`src/include/chitchat_cfg.svh`:
```
// Chitchat frame length, comma code, protocol identity and link-state constants
`ifndef CHITCHAT_CFG_SVH
`define CHITCHAT_CFG_SVH

// ----------------------------------------------------------------------
// Frame format
// ----------------------------------------------------------------------

// Index of the last word in a frame (12 words per frame)
`define CC_WORD_FRAME_CNT 11

// K28.5 comma, carried in the low byte of word 0
`define CC_K28_5 8'hBC

// Protocol identity in the high byte of word 0
`define CC_PROTOCOL_CAT 4'h2
`define CC_PROTOCOL_VER 4'h1

// ----------------------------------------------------------------------
// Link state
// ----------------------------------------------------------------------

// Consecutive good frames needed before link up
`define CC_LINK_UP_CNT 4

// Clocks without a comma before link down
`define CC_LINK_TIMEOUT 48

`endif

```
`src/design/chitchat_pkg.sv`:
```
// Chitchat field types, line and payload structs, receiver FSM state enum
package chitchat_pkg;

  // Field widths
  typedef logic [15:0]  cc_word_t;
  typedef logic [2:0]   cc_loc_t;
  typedef logic [2:0]   cc_gw_t;
  typedef logic [31:0]  cc_data_t;
  typedef logic [15:0]  cc_fcnt_t;
  typedef logic [255:0] cc_extra_t;

  // One line word per clock
  // k[0] marks a comma in the low byte, k[1] is never set
  typedef struct packed {
    cc_word_t   d;
    logic [1:0] k;
  } cc_line_t;

  // Fields decoded from the last good frame
  typedef struct packed {
    cc_loc_t  location;
    cc_gw_t   gateware_type;
    cc_data_t rev_id;
    cc_data_t data0;
    cc_data_t data1;
    cc_fcnt_t frame_counter;
    cc_fcnt_t loopback_frame_counter;
  } cc_payload_t;

  // Receiver FSM
  // HUNT waits for a comma, COLLECT gathers the frame body,
  // CHECK sees the CRC word
  typedef enum logic [1:0] {
    HUNT,
    COLLECT,
    CHECK
  } cc_rx_state_e;

endpackage

```
`src/design/chitchat_link.sv`:
```
// Chitchat loopback top level joining transmitter and receiver
`timescale 1ns/100ps

module chitchat_link #(
  parameter logic [31:0] REV_ID        = 32'h0,
  parameter logic [2:0]  GATEWARE_TYPE = 3'd0
) (
  input  logic                      clk,
  input  logic                      rst_n,
  input  logic                      tx_transmit_en,
  input  chitchat_pkg::cc_loc_t     tx_location,
  input  chitchat_pkg::cc_data_t    tx_data0,
  input  chitchat_pkg::cc_data_t    tx_data1,
  input  chitchat_pkg::cc_extra_t   tx_extra_data,
  output logic                      tx_send,
  output chitchat_pkg::cc_fcnt_t    local_frame_counter,
  output chitchat_pkg::cc_payload_t payload,
  output logic                      rx_valid,
  output chitchat_pkg::cc_extra_t   rx_extra_data,
  output logic                      rx_extra_valid,
  output logic                      rx_crc_err,
  output logic                      link_up
);

  // Serial line from TX to RX
  chitchat_pkg::cc_line_t line;

  // Received frame counter returned to the transmitter
  chitchat_pkg::cc_fcnt_t loopback_fcnt;

  assign loopback_fcnt = payload.frame_counter;

  chitchat_tx #(
    .REV_ID        (REV_ID),
    .GATEWARE_TYPE (GATEWARE_TYPE)
  ) tx0 (
    .clk                       (clk),
    .rst_n                     (rst_n),
    .tx_transmit_en            (tx_transmit_en),
    .tx_location               (tx_location),
    .tx_data0                  (tx_data0),
    .tx_data1                  (tx_data1),
    .tx_extra_data             (tx_extra_data),
    .tx_loopback_frame_counter (loopback_fcnt),
    .tx_send                   (tx_send),
    .local_frame_counter       (local_frame_counter),
    .line                      (line)
  );

  chitchat_rx rx0 (
    .clk            (clk),
    .rst_n          (rst_n),
    .line           (line),
    .payload        (payload),
    .rx_valid       (rx_valid),
    .rx_extra_data  (rx_extra_data),
    .rx_extra_valid (rx_extra_valid),
    .rx_crc_err     (rx_crc_err),
    .link_up        (link_up)
  );

endmodule

```
`src/design/chitchat_rx.sv`:
```
// Chitchat receiver: comma alignment, frame capture, CRC/protocol check, extra data, link state
`timescale 1ns/100ps
`include "chitchat_cfg.svh"

module chitchat_rx (
  input  logic                      clk,
  input  logic                      rst_n,
  input  chitchat_pkg::cc_line_t    line,
  output chitchat_pkg::cc_payload_t payload,
  output logic                      rx_valid,
  output chitchat_pkg::cc_extra_t   rx_extra_data,
  output logic                      rx_extra_valid,
  output logic                      rx_crc_err,
  output logic                      link_up
);

  localparam int TMO_W = $clog2(`CC_LINK_TIMEOUT + 1);
  localparam int RUN_W = $clog2(`CC_LINK_UP_CNT + 1);

  // ----------------------------------------------------------------------
  // Alignment and capture
  // ----------------------------------------------------------------------

  chitchat_pkg::cc_rx_state_e state;
  logic [3:0]                 word_cnt;
  logic                       comma;
  logic                       check;

  assign comma = line.k[0] && (line.d[7:0] == `CC_K28_5);
  assign check = (state == chitchat_pkg::CHECK);

  // HUNT takes word 0, COLLECT words 1..10, CHECK the CRC word
  always_ff @(posedge clk or negedge rst_n) begin
    if (!rst_n) begin
      state    <= chitchat_pkg::HUNT;
      word_cnt <= 4'd0;
    end else begin
      case (state)
        chitchat_pkg::HUNT: begin
          if (comma) begin
            state    <= chitchat_pkg::COLLECT;
            word_cnt <= 4'd1;
          end
        end
        chitchat_pkg::COLLECT: begin
          // A comma inside the body realigns to the new frame
          if (comma) begin
            word_cnt <= 4'd1;
          end else if (word_cnt == 4'(`CC_WORD_FRAME_CNT - 1)) begin
            state <= chitchat_pkg::CHECK;
          end else begin
            word_cnt <= word_cnt + 4'd1;
          end
        end
        chitchat_pkg::CHECK: begin
          state <= chitchat_pkg::HUNT;
        end
        default: begin
          state <= chitchat_pkg::HUNT;
        end
      endcase
    end
  end

  // Last 11 line words, oldest at index 10
  // In CHECK this is words 0..10 of the frame
  chitchat_pkg::cc_word_t [`CC_WORD_FRAME_CNT-1:0] frame_sr;

  always_ff @(posedge clk) begin
    frame_sr <= {frame_sr[`CC_WORD_FRAME_CNT-2:0], line.d};
  end

  // ----------------------------------------------------------------------
  // Frame check
  // ----------------------------------------------------------------------

  chitchat_pkg::cc_word_t crc_rx;
  logic                   crc_ok;
  logic                   proto_ok;
  logic                   frame_good;

  crc16 crc16_rx (
    .clk   (clk),
    .rst_n (rst_n),
    .din   (line.d),
    .zero  (comma),
    .crc   (crc_rx)
  );

  // Local CRC covers words 0..10 while word 11 is on the line
  assign crc_ok     = (line.d == crc_rx) && (line.k == 2'b00);
  assign proto_ok   = (frame_sr[10][15:12] == `CC_PROTOCOL_CAT) &&
                      (frame_sr[10][11:8] == `CC_PROTOCOL_VER);
  assign frame_good = crc_ok && proto_ok;

  // ----------------------------------------------------------------------
  // Payload and extra-data reassembly
  // ----------------------------------------------------------------------

  logic [3:0] slice;
  logic [3:0] seq_cnt;
  logic       fcnt_step;
  logic       seq_ok;

  // Slice index from the frame counter word
  assign slice     = frame_sr[2][3:0];
  assign fcnt_step = (frame_sr[2] == payload.frame_counter + 16'd1);

  // seq_cnt holds how many slices of the current block arrived in order
  assign seq_ok = (slice == 4'd0) || ((seq_cnt == slice) && fcnt_step);

  always_ff @(posedge clk or negedge rst_n) begin
    if (!rst_n) begin
      rx_valid       <= 1'b0;
      rx_crc_err     <= 1'b0;
      rx_extra_valid <= 1'b0;
      payload        <= '0;
      seq_cnt        <= 4'd0;
    end else begin
      rx_valid       <= check && frame_good;
      rx_crc_err     <= check && !frame_good;
      rx_extra_valid <= check && frame_good && (slice == 4'hF) && seq_ok;
      if (check) begin
        if (frame_good) begin
          // Word 1 is {gateware type, location, reserved}
          payload <= '{location:               frame_sr[9][12:10],
                       gateware_type:          frame_sr[9][15:13],
                       rev_id:                 {frame_sr[8], frame_sr[7]},
                       data0:                  {frame_sr[6], frame_sr[5]},
                       data1:                  {frame_sr[4], frame_sr[3]},
                       frame_counter:          frame_sr[2],
                       loopback_frame_counter: frame_sr[1]};
          // Slice 15 wraps the count back to zero
          seq_cnt <= seq_ok ? slice + 4'd1 : 4'd0;
        end else begin
          seq_cnt <= 4'd0;
        end
      end
    end
  end

  // Block buffer, one 16-bit slice per good frame
  always_ff @(posedge clk) begin
    if (check && frame_good) begin
      rx_extra_data[{slice, 4'd0} +: 16] <= frame_sr[0];
    end
  end

  // ----------------------------------------------------------------------
  // Link state
  // ----------------------------------------------------------------------

  logic [RUN_W-1:0] good_run;
  logic [TMO_W-1:0] idle_cnt;
  logic             timeout;

  assign timeout = (idle_cnt == TMO_W'(`CC_LINK_TIMEOUT));

  always_ff @(posedge clk or negedge rst_n) begin
    if (!rst_n) begin
      idle_cnt <= '0;
      good_run <= '0;
      link_up  <= 1'b0;
    end else begin
      // Clocks since the last comma, saturating
      if (comma) begin
        idle_cnt <= '0;
      end else if (!timeout) begin
        idle_cnt <= idle_cnt + 1'b1;
      end
      if (timeout) begin
        good_run <= '0;
        link_up  <= 1'b0;
      end else if (check) begin
        if (frame_good) begin
          if (good_run != RUN_W'(`CC_LINK_UP_CNT)) begin
            good_run <= good_run + 1'b1;
          end
          // Up together with the rx_valid of the N-th good frame
          if (good_run >= RUN_W'(`CC_LINK_UP_CNT - 1)) begin
            link_up <= 1'b1;
          end
        end else begin
          good_run <= '0;
          link_up  <= 1'b0;
        end
      end
    end
  end

endmodule

```
`src/design/chitchat_tx.sv`:
```
// Chitchat transmitter: frame timing, frame shift register, extra-data slices, CRC insertion
`timescale 1ns/100ps
`include "chitchat_cfg.svh"

module chitchat_tx #(
  parameter logic [31:0] REV_ID        = 32'h0,
  parameter logic [2:0]  GATEWARE_TYPE = 3'd0
) (
  input  logic                    clk,
  input  logic                    rst_n,
  input  logic                    tx_transmit_en,
  input  chitchat_pkg::cc_loc_t   tx_location,
  input  chitchat_pkg::cc_data_t  tx_data0,
  input  chitchat_pkg::cc_data_t  tx_data1,
  input  chitchat_pkg::cc_extra_t tx_extra_data,
  input  chitchat_pkg::cc_fcnt_t  tx_loopback_frame_counter,
  output logic                    tx_send,
  output chitchat_pkg::cc_fcnt_t  local_frame_counter,
  output chitchat_pkg::cc_line_t  line
);

  localparam int FRAME_BITS = (`CC_WORD_FRAME_CNT + 1) * 16;

  // ----------------------------------------------------------------------
  // Frame timing
  // ----------------------------------------------------------------------

  logic [3:0] word_cnt;
  logic       advance;
  logic       start;
  logic       sync;
  logic       sync_r;
  logic       last;
  logic       last_r;
  logic       crc_time;

  // Keep counting to the end of a started frame even after enable drops
  assign advance = tx_transmit_en || (word_cnt != 4'd0);

  // start    frame load, one pulse per 12 clocks
  // sync     word 0 at the shift register head, CRC restart
  // sync_r   word 0 on the line, comma flag
  // crc_time word 11 at the head, CRC of words 0..10 ready
  always_ff @(posedge clk or negedge rst_n) begin
    if (!rst_n) begin
      word_cnt <= 4'd0;
      start    <= 1'b0;
      sync     <= 1'b0;
      sync_r   <= 1'b0;
      last     <= 1'b0;
      last_r   <= 1'b0;
      crc_time <= 1'b0;
    end else begin
      word_cnt <= (word_cnt == 4'(`CC_WORD_FRAME_CNT)) ? 4'd0 : word_cnt + 4'(advance);
      start    <= (word_cnt == 4'd1);
      sync     <= start;
      sync_r   <= sync;
      last     <= (word_cnt == 4'(`CC_WORD_FRAME_CNT));
      last_r   <= last;
      crc_time <= last_r;
    end
  end

  // Local frame counter, sampled into the frame before it steps
  chitchat_pkg::cc_fcnt_t fcnt;

  always_ff @(posedge clk or negedge rst_n) begin
    if (!rst_n) begin
      fcnt <= '0;
    end else begin
      fcnt <= fcnt + 16'(start);
    end
  end

  // ----------------------------------------------------------------------
  // Extra data
  // ----------------------------------------------------------------------

  chitchat_pkg::cc_extra_t extra_snap;
  chitchat_pkg::cc_word_t  extra_word;
  logic [3:0]              slice;

  // Frame n carries slice n mod 16
  assign slice = fcnt[3:0];

  // Slice 0 comes straight from the input, the rest from the snapshot
  assign extra_word = (slice == 4'd0) ? tx_extra_data[15:0] : extra_snap[{slice, 4'd0} +: 16];

  always_ff @(posedge clk) begin
    if (start && (slice == 4'd0)) begin
      extra_snap <= tx_extra_data;
    end
  end

  // ----------------------------------------------------------------------
  // Frame shift register
  // ----------------------------------------------------------------------

  logic [FRAME_BITS-1:0] frame;

  // Parallel load at start, then one word out per clock
  // 32-bit fields go out high word first
  always_ff @(posedge clk) begin
    if (start) begin
      frame <= {`CC_PROTOCOL_CAT, `CC_PROTOCOL_VER, `CC_K28_5,
                GATEWARE_TYPE, tx_location, 10'd0,
                REV_ID,
                tx_data0,
                tx_data1,
                fcnt,
                tx_loopback_frame_counter,
                extra_word,
                16'd0};
    end else begin
      frame <= {frame[FRAME_BITS-17:0], 16'd0};
    end
  end

  // ----------------------------------------------------------------------
  // CRC and line output
  // ----------------------------------------------------------------------

  chitchat_pkg::cc_word_t head_word;
  chitchat_pkg::cc_word_t crc_tx;
  chitchat_pkg::cc_word_t line_d;

  assign head_word = frame[FRAME_BITS-1 -: 16];

  crc16 crc16_tx (
    .clk   (clk),
    .rst_n (rst_n),
    .din   (head_word),
    .zero  (sync),
    .crc   (crc_tx)
  );

  // Zero pad of word 11 replaced by the CRC
  always_ff @(posedge clk) begin
    line_d <= crc_time ? crc_tx : head_word;
  end

  assign line                = '{d: line_d, k: {1'b0, sync_r}};
  assign tx_send             = start;
  assign local_frame_counter = fcnt;

endmodule

```
`src/design/crc16.sv`:
```
// CRC-16 generator, polynomial 0x1021, init 0, MSB first, one word per clock
`timescale 1ns/100ps

module crc16 (
  input  logic                   clk,
  input  logic                   rst_n,
  input  chitchat_pkg::cc_word_t din,
  input  logic                   zero,
  output chitchat_pkg::cc_word_t crc
);

  localparam logic [15:0] POLY = 16'h1021;

  // Fold 16 data bits into the CRC, MSB first
  function automatic chitchat_pkg::cc_word_t fold(input chitchat_pkg::cc_word_t c_in,
                                                  input chitchat_pkg::cc_word_t d);
    chitchat_pkg::cc_word_t c;
    logic                   fb;
    c = c_in;
    for (int i = 15; i >= 0; i--) begin
      fb = c[15] ^ d[i];
      c  = {c[14:0], 1'b0} ^ (fb ? POLY : 16'h0000);
    end
    return c;
  endfunction

  // Restart from zero on the first word of a frame
  chitchat_pkg::cc_word_t seed;

  assign seed = zero ? '0 : crc;

  always_ff @(posedge clk or negedge rst_n) begin
    if (!rst_n) begin
      crc <= '0;
    end else begin
      crc <= fold(seed, din);
    end
  end

endmodule

```
`config.mk`:
```
export PLATFORM = sky130hd
export DESIGN_NAME = chitchat_link
export DESIGN_NICKNAME = d
export VERILOG_FILES = /design/src/design/chitchat_pkg.sv /design/src/design/chitchat_link.sv /design/src/design/chitchat_rx.sv /design/src/design/chitchat_tx.sv /design/src/design/crc16.sv
export VERILOG_INCLUDE_DIRS = /design/src /design/src/include
export SDC_FILE = /design/constraint.sdc
export NUM_CORES = 1
export LEC_CHECK = 0
export BUFFER_PORTS_ARGS = -buffer_cell sky130_fd_sc_hd__buf_2
export CORE_MARGIN = 4
export CORE_UTILIZATION = 45
export CTS_CLUSTER_SIZE = 30
export DETAILED_ROUTE_END_ITERATION = 6
export HOLD_SLACK_MARGIN = 0.08
export PLACE_DENSITY = 0.73
export SKIP_CTS_REPAIR_TIMING = 1
export SLEW_MARGIN = 15
export SYNTH_ARGS = -nofsm -noshare
export SYNTH_HDL_FRONTEND = slang
export SYNTH_HIERARCHICAL = 1
export SYNTH_SLANG_ARGS = --single-unit
export TNS_END_PERCENT = 5
```
`constraint.sdc`:
```
create_clock -name clk -period 3.6 [get_ports clk]
set_input_delay 0.72 -clock clk [delete_from_list [all_inputs] [get_ports clk]]
set_output_delay 0.72 -clock clk [all_outputs]
set_load 0.01 [all_outputs]
```
==> metrics.sh, run 1 <==
START_KIND='flop'
CTSHTREEMAXLEVEL=3
TIMING.FMAX_GHz=0.326
POSTSYNTH.ASYNCRESETSHARE=0.200
WORST-SETUP-PATH-TYPE='flop to flop'
ROUTED_WIRELENGTH_UM=101000
CLK_PIN_SLEW_PS=70
SYNTH_NETS=2779
WORSTSETUPSTARTPOINT='rx0/payload[17]$_DFFE_PN0P_'
AVGVIACOUNTPERCELL=4.98
HOLD_VIOL_FINAL=0
SYNTHDISTINCTLIBCELLS=74
CLOCK-SKEW-FINAL_PS=43.6
GLOBALROUTEOVERFLOWTOTAL=0
IRDROPWORSTVDD_uV=612
SYNTH.AVG_CELL_AREA_UM2=15.8
TRITONCTS.NUM_BUFFERS=105
POST_SYNTH_INSTANCE_AREA_UM2=38600
FINISH.NET_COUNT=3583
CTS_BUFFER_DEPTH=3
WORST_HOLD_SLACK_PS=223
CRITICAL_PATH_ARRIVAL_PS=3550
DETAIL_ROUTE.FIRST_PASS.ITERATIONS=5
ROUTE.LAYER.MET1.WL_UM=39000
RATIO_OF_FINAL_MINIMUM_PERIOD_TO_CLOCK_PERIOD=0.851
DETAILROUTE.VIA_COUNT=22300
DETAILROUTE.WIRELENGTH.MET2_UM=51000
PERIOD_NEEDED_PS=3060
SYNTH_TO_FINAL_AREA_CHANGE_PCT=22.8
ROUTE.TOP_LAYER_USED='met5'
SYNTH.AREA.TOP_CELLS='sky130_fd_sc_hd__edfxtp_1 40%, sky130_fd_sc_hd__dfxtp_1 18%, sky130_fd_sc_hd__dfrtp_1 14%'
SYNTH_TOP_CELLS_BY_COUNT='508 x sky130_fd_sc_hd__edfxtp_1, 352 x sky130_fd_sc_hd__dfxtp_1, 215 x sky130_fd_sc_hd__dfrtp_1'
SETUP_TOTAL_NEGATIVE_SLACK_PS=0
CP_REQUIRED_PS=4090
DIEHEIGHT_UM=301
RSZ0062_AT_GRT='no'
POSTROUTEANTENNANETS=0
GLOBAL_ROUTE_WIRE_LENGTH_BEFORE_REPAIR_UM=147000
VIA_COUNT_OF_THE_FIRST_GLOBAL_ROUTING_PASS=22900
GLOBAL_ROUTE.USAGE.TOTAL=0.220
CORE_AREA_UM2=85100
PRE_CTS_WS_PS=678
SLEW_VIOLATIONS=0
SYNTH_ENABLE_FLOP_CELLS=508
GRT_START_MAX_NET_PINS=132
YS_SEQ_AREA_FRAC=0.718
DIE_X_UM=301
POWER_DENSITY_nW_PER_UM2=821
DRT_FIRST_ITER_VIOLATIONS=1506
INITIAL_CORE_UTIL=0.453
CORE.ROWCOUNT=107
CP_MAX_FO=8
WORST_SLEW_MARGIN_REL=0.331
WL_PER_CELL_UM=22.5
SYNTH-SEQ-CELLS=1075
POWER.LEAKAGE_uW=0.0192
IOS=737
FIN_UTIL=0.556
ANTENNA_FOUND_INITIAL=21
COUNT_OF_PORT_BUFFERS_ADDED_DURING_PLACEMENT=736
DIEAREA_UM2=90400
POST_SYNTH_INST_COUNT=2435
COUNT_OF_SYNTHESIS_STAGE_WARNINGS_FROM_YOSYS=6
SYNTH_TOP_CELL_BY_AREA='sky130_fd_sc_hd__edfxtp_1'
TOTALPOWERFINAL_uW=38900
POST-ROUTE-WORST-SETUP-SLACK_PS=536
DETAILEDPLACEMENTHPWL_UM=74400
RUN_STATUS='completed'
WORST_R2R_STARTPOINT='rx0/payload[17]$_DFFE_PN0P_'
TRITONCTS_NUM_SINKS=1075
MET3_WIRELENGTH_UM=6990
DRIVE_ABOVE_1_SHARE=0.384
CLASS_OF_THE_MOST_CRITICAL_HOLD_TIMING_PATH='input pin to flop'
ROUTE.DETAILED.DRC=0
HP-START='tx_extra_data[47]'
TIMING_WORST_SLEW_PIN_VALUE_PS=1000
CRIT_PATH_END_KIND='flop'
WORST_SKEW_PAIR_LATENCY_PS=670
FINAL_WTD_CONGESTION=0.851
YOSYS.CELL_COUNT.TOP_TYPE='sky130_fd_sc_hd__edfxtp_1'
CTS_TREE='done'
DOMINANTREGCELLSYNTH='sky130_fd_sc_hd__edfxtp_1'
CTS_ROOT_BUF='sky130_fd_sc_hd__clkbuf_16'
CAP_VIOLATIONS=0
YOSYSTOPAREACELLSHARE=0.396
FINALSETUPVIOLCOUNT=0
## layout by cell type, fill, tap and decap left out, drive strengths merged, types with 4 or more instances in the layout
cell type and n:
mux2 249, clkbuf 144, mux4 48, or2 8, and2 141, inv 35, buf 799, nand3b 4
xor2 45, nor2 195, nand3 18, o21ai 18, clkinvlp 7, and3 7, a21oi 11, diode 12
edfxtp 508, a22oi 12, or4 4, dfrtp 215, xnor3 10, and4 7, clkinv 31, nor4 4
xnor2 118, nor3 20, nand2 78, dfxtp 352, bufinv 8, nand2b 16, nand4 13, nor3b 7
ha 18, o211ai 24, mux2i 42, nor2b 71, o221ai 5, a211oi 11
## through the flow
step           instances  cell area (µm²)
2_1_floorplan       2435            38600
3_3_place_gp        4275            43800
3_5_place_dp        4275            43800
4_1_cts             4473            47300
5_1_grt             4483            47400
6_report            4486            47400
## critical path, stage by stage (launching register included)
cell,delay [ps]
sky130_fd_sc_hd__dfrtp_1,680
sky130_fd_sc_hd__ha_1,370
sky130_fd_sc_hd__or3_1,320
sky130_fd_sc_hd__a211oi_1,360
sky130_fd_sc_hd__nand4_1,150
sky130_fd_sc_hd__a211oi_2,260
sky130_fd_sc_hd__nand4_1,160
sky130_fd_sc_hd__nor4b_1,590
## state kept, by name, indices dropped and copies added, names as in the netlist, 2 cells and up
signal and cells:
rx0/state 2, rx0/good_run 3, tx0/word_cnt 4, rx0/idle_cnt 6, rx0/frame_sr 160, tx0/frame 176, tx0/line_d 16, rx0/rx_extra_data 256
rx0/crc16_rx/crc 16, rx0/seq_cnt 4, tx0/crc16_tx/crc 16, tx0/local_frame_counter 16, rx0/payload 134, rx0/word_cnt 4, tx0/extra_snap 252
## where the power goes
| part | leakage [µW] | switching (µW) | internal (µW) | total, µW |
|---|---|---|---|---|
| Combinational | 0.00743 | 5420 | 5470 | 10900 |
| Clock | 0.00174 | 4660 | 6420 | 11100 |
| Sequential | 0.0101 | 1770 | 15200 | 16900 |
## path summary, 6_finish.rpt
kind	cells after the start	end	slack, ps
setup reg to reg	7	rx0/rx_extra_valid$_DFF_PN0_	540
hold reg to reg	0	rx0/frame_sr[89]$_DFF_P_	340
hold / removal	1	tx0/extra_snap[47]$_DFFE_PP_	220
setup / recovery	7	rx0/rx_extra_valid$_DFF_PN0_	540
min in group asynchronous	2	rx0/rx_crc_err$_DFF_PN0_	680
max in group asynchronous	3	rx0/payload[61]$_DFFE_PN0P_	2040
## cells by family (layout without fill, tap and decap cells)
logic type                 Yosys count  in the layout  synth area share
AOI/OAI and AO/OA                   98             98            0.0179
xor gates and xnor gates           173            173            0.0466
adders and majority gates           18             18           0.00584
buffers and inverters              130           1025            0.0184
DFF                               1075           1075             0.718
muxes                              339            339             0.112
other                                1             13         0.0000972
and+or+nand+nor                    601            601            0.0816
## layer usage
| layer | track usage | vias up |
|---|---|---|
| met5 | 0 | - |
| met4 | 0.0810 | 8 |
| met3 | 0.0440 | 203 |
| met2 | 0.387 | 955 |
| met1 | 0.269 | 10900 |
| li1 | - | 10300 |
## cell type report
class	instances	area (µm²)
antenna	12	30.0
clock buffer	144	2980
clock inverter	54	584
fill	6817	37800
inverter	27	101
multi-input combinational	1230	10200
sequential	1075	27700
tap	1144	1430
timing repair buffer	800	4340
Power figures use the tool's default switching activity.
==> run 2, diff against run 1 <==
Settings changed: PLACE_DENSITY 0.73 to 0.76, REMOVE_ABC_BUFFERS set to 1.
Clock period 3.6 ns to 2.5 ns, I/O delays scaled along.
==> run 2 against run 1 <==
  * Clock power increased by 43%
  * Via count increased by 11%
  * Die area unchanged
  * Non-clock buffer count increased by 377
  * Critical endpoint is now rx0/payload[103]$_DFFE_PN0P_
  * Largest cell class unchanged
==> metrics.sh, run 2 (same netlist as run 1, synthesis figures left out) <==
SLOWEST_STAGE='sky130_fd_sc_hd__dfrtp_1'
GLOBAL_ROUTE.USAGE.TOTAL=0.219  # -0.000983
FIN_UTIL=0.600  # +0.0440
PERIOD_NEEDED_PS=2370  # -691 ps
DRIVE_ABOVE_1_SHARE=0.361  # -0.0235
SLEW_VIOLATIONS=0  # unchanged
START_KIND='flop'
CTS_ROOT_BUF='sky130_fd_sc_hd__clkbuf_16'
LARGEST_REG_FLOPS=256  # unchanged
TRITONCTS.NUM_BUFFERS=104  # -0.95%
DIEHEIGHT_UM=301  # unchanged
DETAIL_ROUTE.FIRST_PASS.ITERATIONS=5  # unchanged
WORST_SKEW_PAIR_LATENCY_PS=670  # about the same
LARGEST_REGISTERS='rx0/rx_extra_data (256), tx0/extra_snap (252), tx0/frame (176)'
FINISH.NET_COUNT=3959  # +10%
NFILLCELLS=6143  # -9.9%
DETAILROUTE.VIA_COUNT=24900  # +11%
GRT_START_MAX_NET_PINS=96  # -27%
GLOBALROUTEOVERFLOWTOTAL=0  # unchanged
GLOBAL_ROUTE_WIRE_LENGTH_BEFORE_REPAIR_UM=147000  # -0.12%
FINALSETUPVIOLCOUNT=0  # unchanged
CTSHTREEMAXLEVEL=3  # unchanged
WORST-SETUP-PATH-TYPE='flop to flop'
LAYOUTNONFILLERINSTCOUNT=4861  # +8.4%
HP-START='tx_data1[24]'
INITIAL_CORE_UTIL=0.453  # unchanged
DIEAREA_UM2=90400  # unchanged
FINAL_WTD_CONGESTION=0.830  # -2.5%
RATIO_OF_FINAL_MINIMUM_PERIOD_TO_CLOCK_PERIOD=0.949  # +0.0980
CORE.ROWCOUNT=107  # unchanged
LAYOUT.CELLS.MOST_COMMON='sky130_fd_sc_hd__buf_2'
WORST_R2R_STARTPOINT='rx0/crc16_rx/crc[6]$_DFF_PN0_'
REGMOSTFLOPS='rx0/rx_extra_data'
WORST_PATH_MOST_REPEATED_CELL='sky130_fd_sc_hd__buf_12'
ROUTE.DETAILED.DRC=0  # unchanged
WORST_SLEW_MARGIN_REL=0.403  # +0.0710
SETUP_TOTAL_NEGATIVE_SLACK_PS=0  # unchanged
RUN_STATUS='completed'
POWER.LEAKAGE_uW=0.0209  # +8.7%
SYNTH_TO_FINAL_AREA_CHANGE_PCT=32.5
TIMING.FMAX_GHz=0.421  # +29%
WORSTREGTOREGCELLS=8  # +1
VIA_COUNT_OF_THE_FIRST_GLOBAL_ROUTING_PASS=23300  # +1.8%
AVGVIACOUNTPERCELL=5.12  # +2.8%
POWER_DENSITY_nW_PER_UM2=1120  # +36%
CRITICAL-PATH-TOP-DELAY-FAMILY='simple AND/OR/NAND/NOR gates'
CLOCK-SKEW-FINAL_PS=26.0  # -17.6 ps
IRDROPWORSTVDD_uV=1110  # +81%
CLASS_OF_THE_MOST_CRITICAL_HOLD_TIMING_PATH='input pin to flop'
PATH_CELLS='xor2_1 -> nor4_2 -> buf_4 -> nand3_1 -> nor3_4 -> buf_12 -> buf_12 -> mux2_1'
IOS=737  # unchanged
DETAILEDPLACEMENTHPWL_UM=75300  # +1.2%
HOLD_PATH_END='tx0/frame[88]$_DFF_P_'
ANTENNA_FOUND_INITIAL=10  # -52%
PLACED_CELLS=4344  # +1.6%
MOST-COMMON-LAYOUT-CELLS='735 x sky130_fd_sc_hd__buf_2, 508 x sky130_fd_sc_hd__edfxtp_1, 352 x sky130_fd_sc_hd__dfxtp_1'
ROUTED_WIRELENGTH_UM=114000  # +13%
CAP_VIOLATIONS=0  # unchanged
DIE_X_UM=301  # unchanged
CRITICAL-PATH-MAX-STAGE-DELAY_PS=390  # -290 ps
HOLD_VIOL_FINAL=0  # unchanged
CTS_BUFFER_DEPTH=3  # unchanged
TRITONCTS_NUM_SINKS=1075  # unchanged
TIMING_WORST_SLEW_PIN_VALUE_PS=895  # -106 ps
CORE_AREA_UM2=85100  # unchanged
CRIT_PATH_END_KIND='flop'
CRITICAL_PATH_ARRIVAL_PS=2910  # -640 ps
CTS_TREE='done'
COUNT_OF_PORT_BUFFERS_ADDED_DURING_PLACEMENT=736  # unchanged
WORSTHOLDPATHCELLS=2  # +1
DRT_FIRST_ITER_VIOLATIONS=1951  # +30%
WORSTPATHBUFFERINVERTERCOUNT=3  # +3
POSTROUTEANTENNANETS=0  # unchanged
WL_PER_CELL_UM=23.4  # +4.3%
SETUP.REG_TO_REG.WORST_SLACK_PS=130  # -410 ps
CRITICAL_PATH_DEPTH=8  # +1
CP_REQUIRED_PS=3040  # -1050 ps
R2R_PATH_END='rx0/payload[103]$_DFFE_PN0P_'
CLK_PIN_SLEW_PS=60  # about the same
CP_MAX_FO=24  # +16
==> run 2: per-layer routing <==
| metal | part of all wire | wire length [µm] | up-vias | track usage |
|---|---|---|---|---|
| met1 | 0.37 | 42300 | 12200 | 0.264 |
| met2 | 0.51 | 58000 | 1341 | 0.395 |
| met5 | 0.00024 | 27 | - | 0 |
| met3 | 0.075 | 8560 | 265 | 0.0428 |
| li1 | - | - | 11000 | - |
| met4 | 0.044 | 5010 | 4 | 0.0715 |
==> run 2: worst max path at each step <==
stage                                                   to                          start  slack, ps
final                         rx0/payload[103]$_DFFE_PN0P_  rx0/crc16_rx/crc[6]$_DFF_PN0_        130
after global routing      rx0/rx_extra_data[113]$_DFFE_PP_      rx0/frame_sr[174]$_DFF_P_        -10
after CTS                  rx0/rx_extra_data[80]$_DFFE_PP_  rx0/crc16_rx/crc[6]$_DFF_PN0_        -80
after detailed placement   rx0/rx_extra_data[95]$_DFFE_PP_  rx0/crc16_rx/crc[6]$_DFF_PN0_        -70
after global placement     rx0/rx_extra_data[95]$_DFFE_PP_  rx0/crc16_rx/crc[6]$_DFF_PN0_        -50
after floorplan                tx0/extra_snap[0]$_DFFE_PP_          tx0/tx_send$_DFF_PN0_      -5740
==> run 2: worst register-to-register path, stage by stage (launching register included) <==
cell	delay [ps]
sky130_fd_sc_hd__dfrtp_1	390
sky130_fd_sc_hd__xor2_1	170
sky130_fd_sc_hd__nor4_2	350
sky130_fd_sc_hd__buf_4	180
sky130_fd_sc_hd__nand3_1	150
sky130_fd_sc_hd__nor3_4	240
sky130_fd_sc_hd__buf_12	190
sky130_fd_sc_hd__buf_12	210
sky130_fd_sc_hd__mux2_1	370
==> run 2: power breakdown <==
part / internal, µW / leakage (µW) / switching, µW
Combinational: 8760 / 0.00915 / 8530
Clock: 9030 / 0.00169 / 6830
Sequential: 21800 / 0.0101 / 2270
==> run 2: through the flow <==
step / total power [µW] / area (µm²) / hold slack (ps) / worst slack [ps]
2_1_floorplan: 35800 / 38000 / 204 / -5740
3_3_place_gp: 40700 / 44500 / 328 / -50.0
3_5_place_dp: 41100 / 44500 / 333 / -73.5
4_1_cts: 56900 / 48000 / -301 / -83.0
5_1_grt: 59800 / 51100 / 82.0 / -13.7
6_report: 57300 / 51100 / 111 / 127
==> run 2: final cells by class <==
type	count	area (µm²)	share of cell area
sequential	1075	27700	0.542
multi-input combinational	1230	10200	0.200
timing repair buffer	1177	8150	0.159
clock buffer	138	2810	0.0550
tap	1144	1430	0.0280
clock inverter	58	648	0.0127
inverter	27	101	0.00198
antenna	12	30.0	0.000588
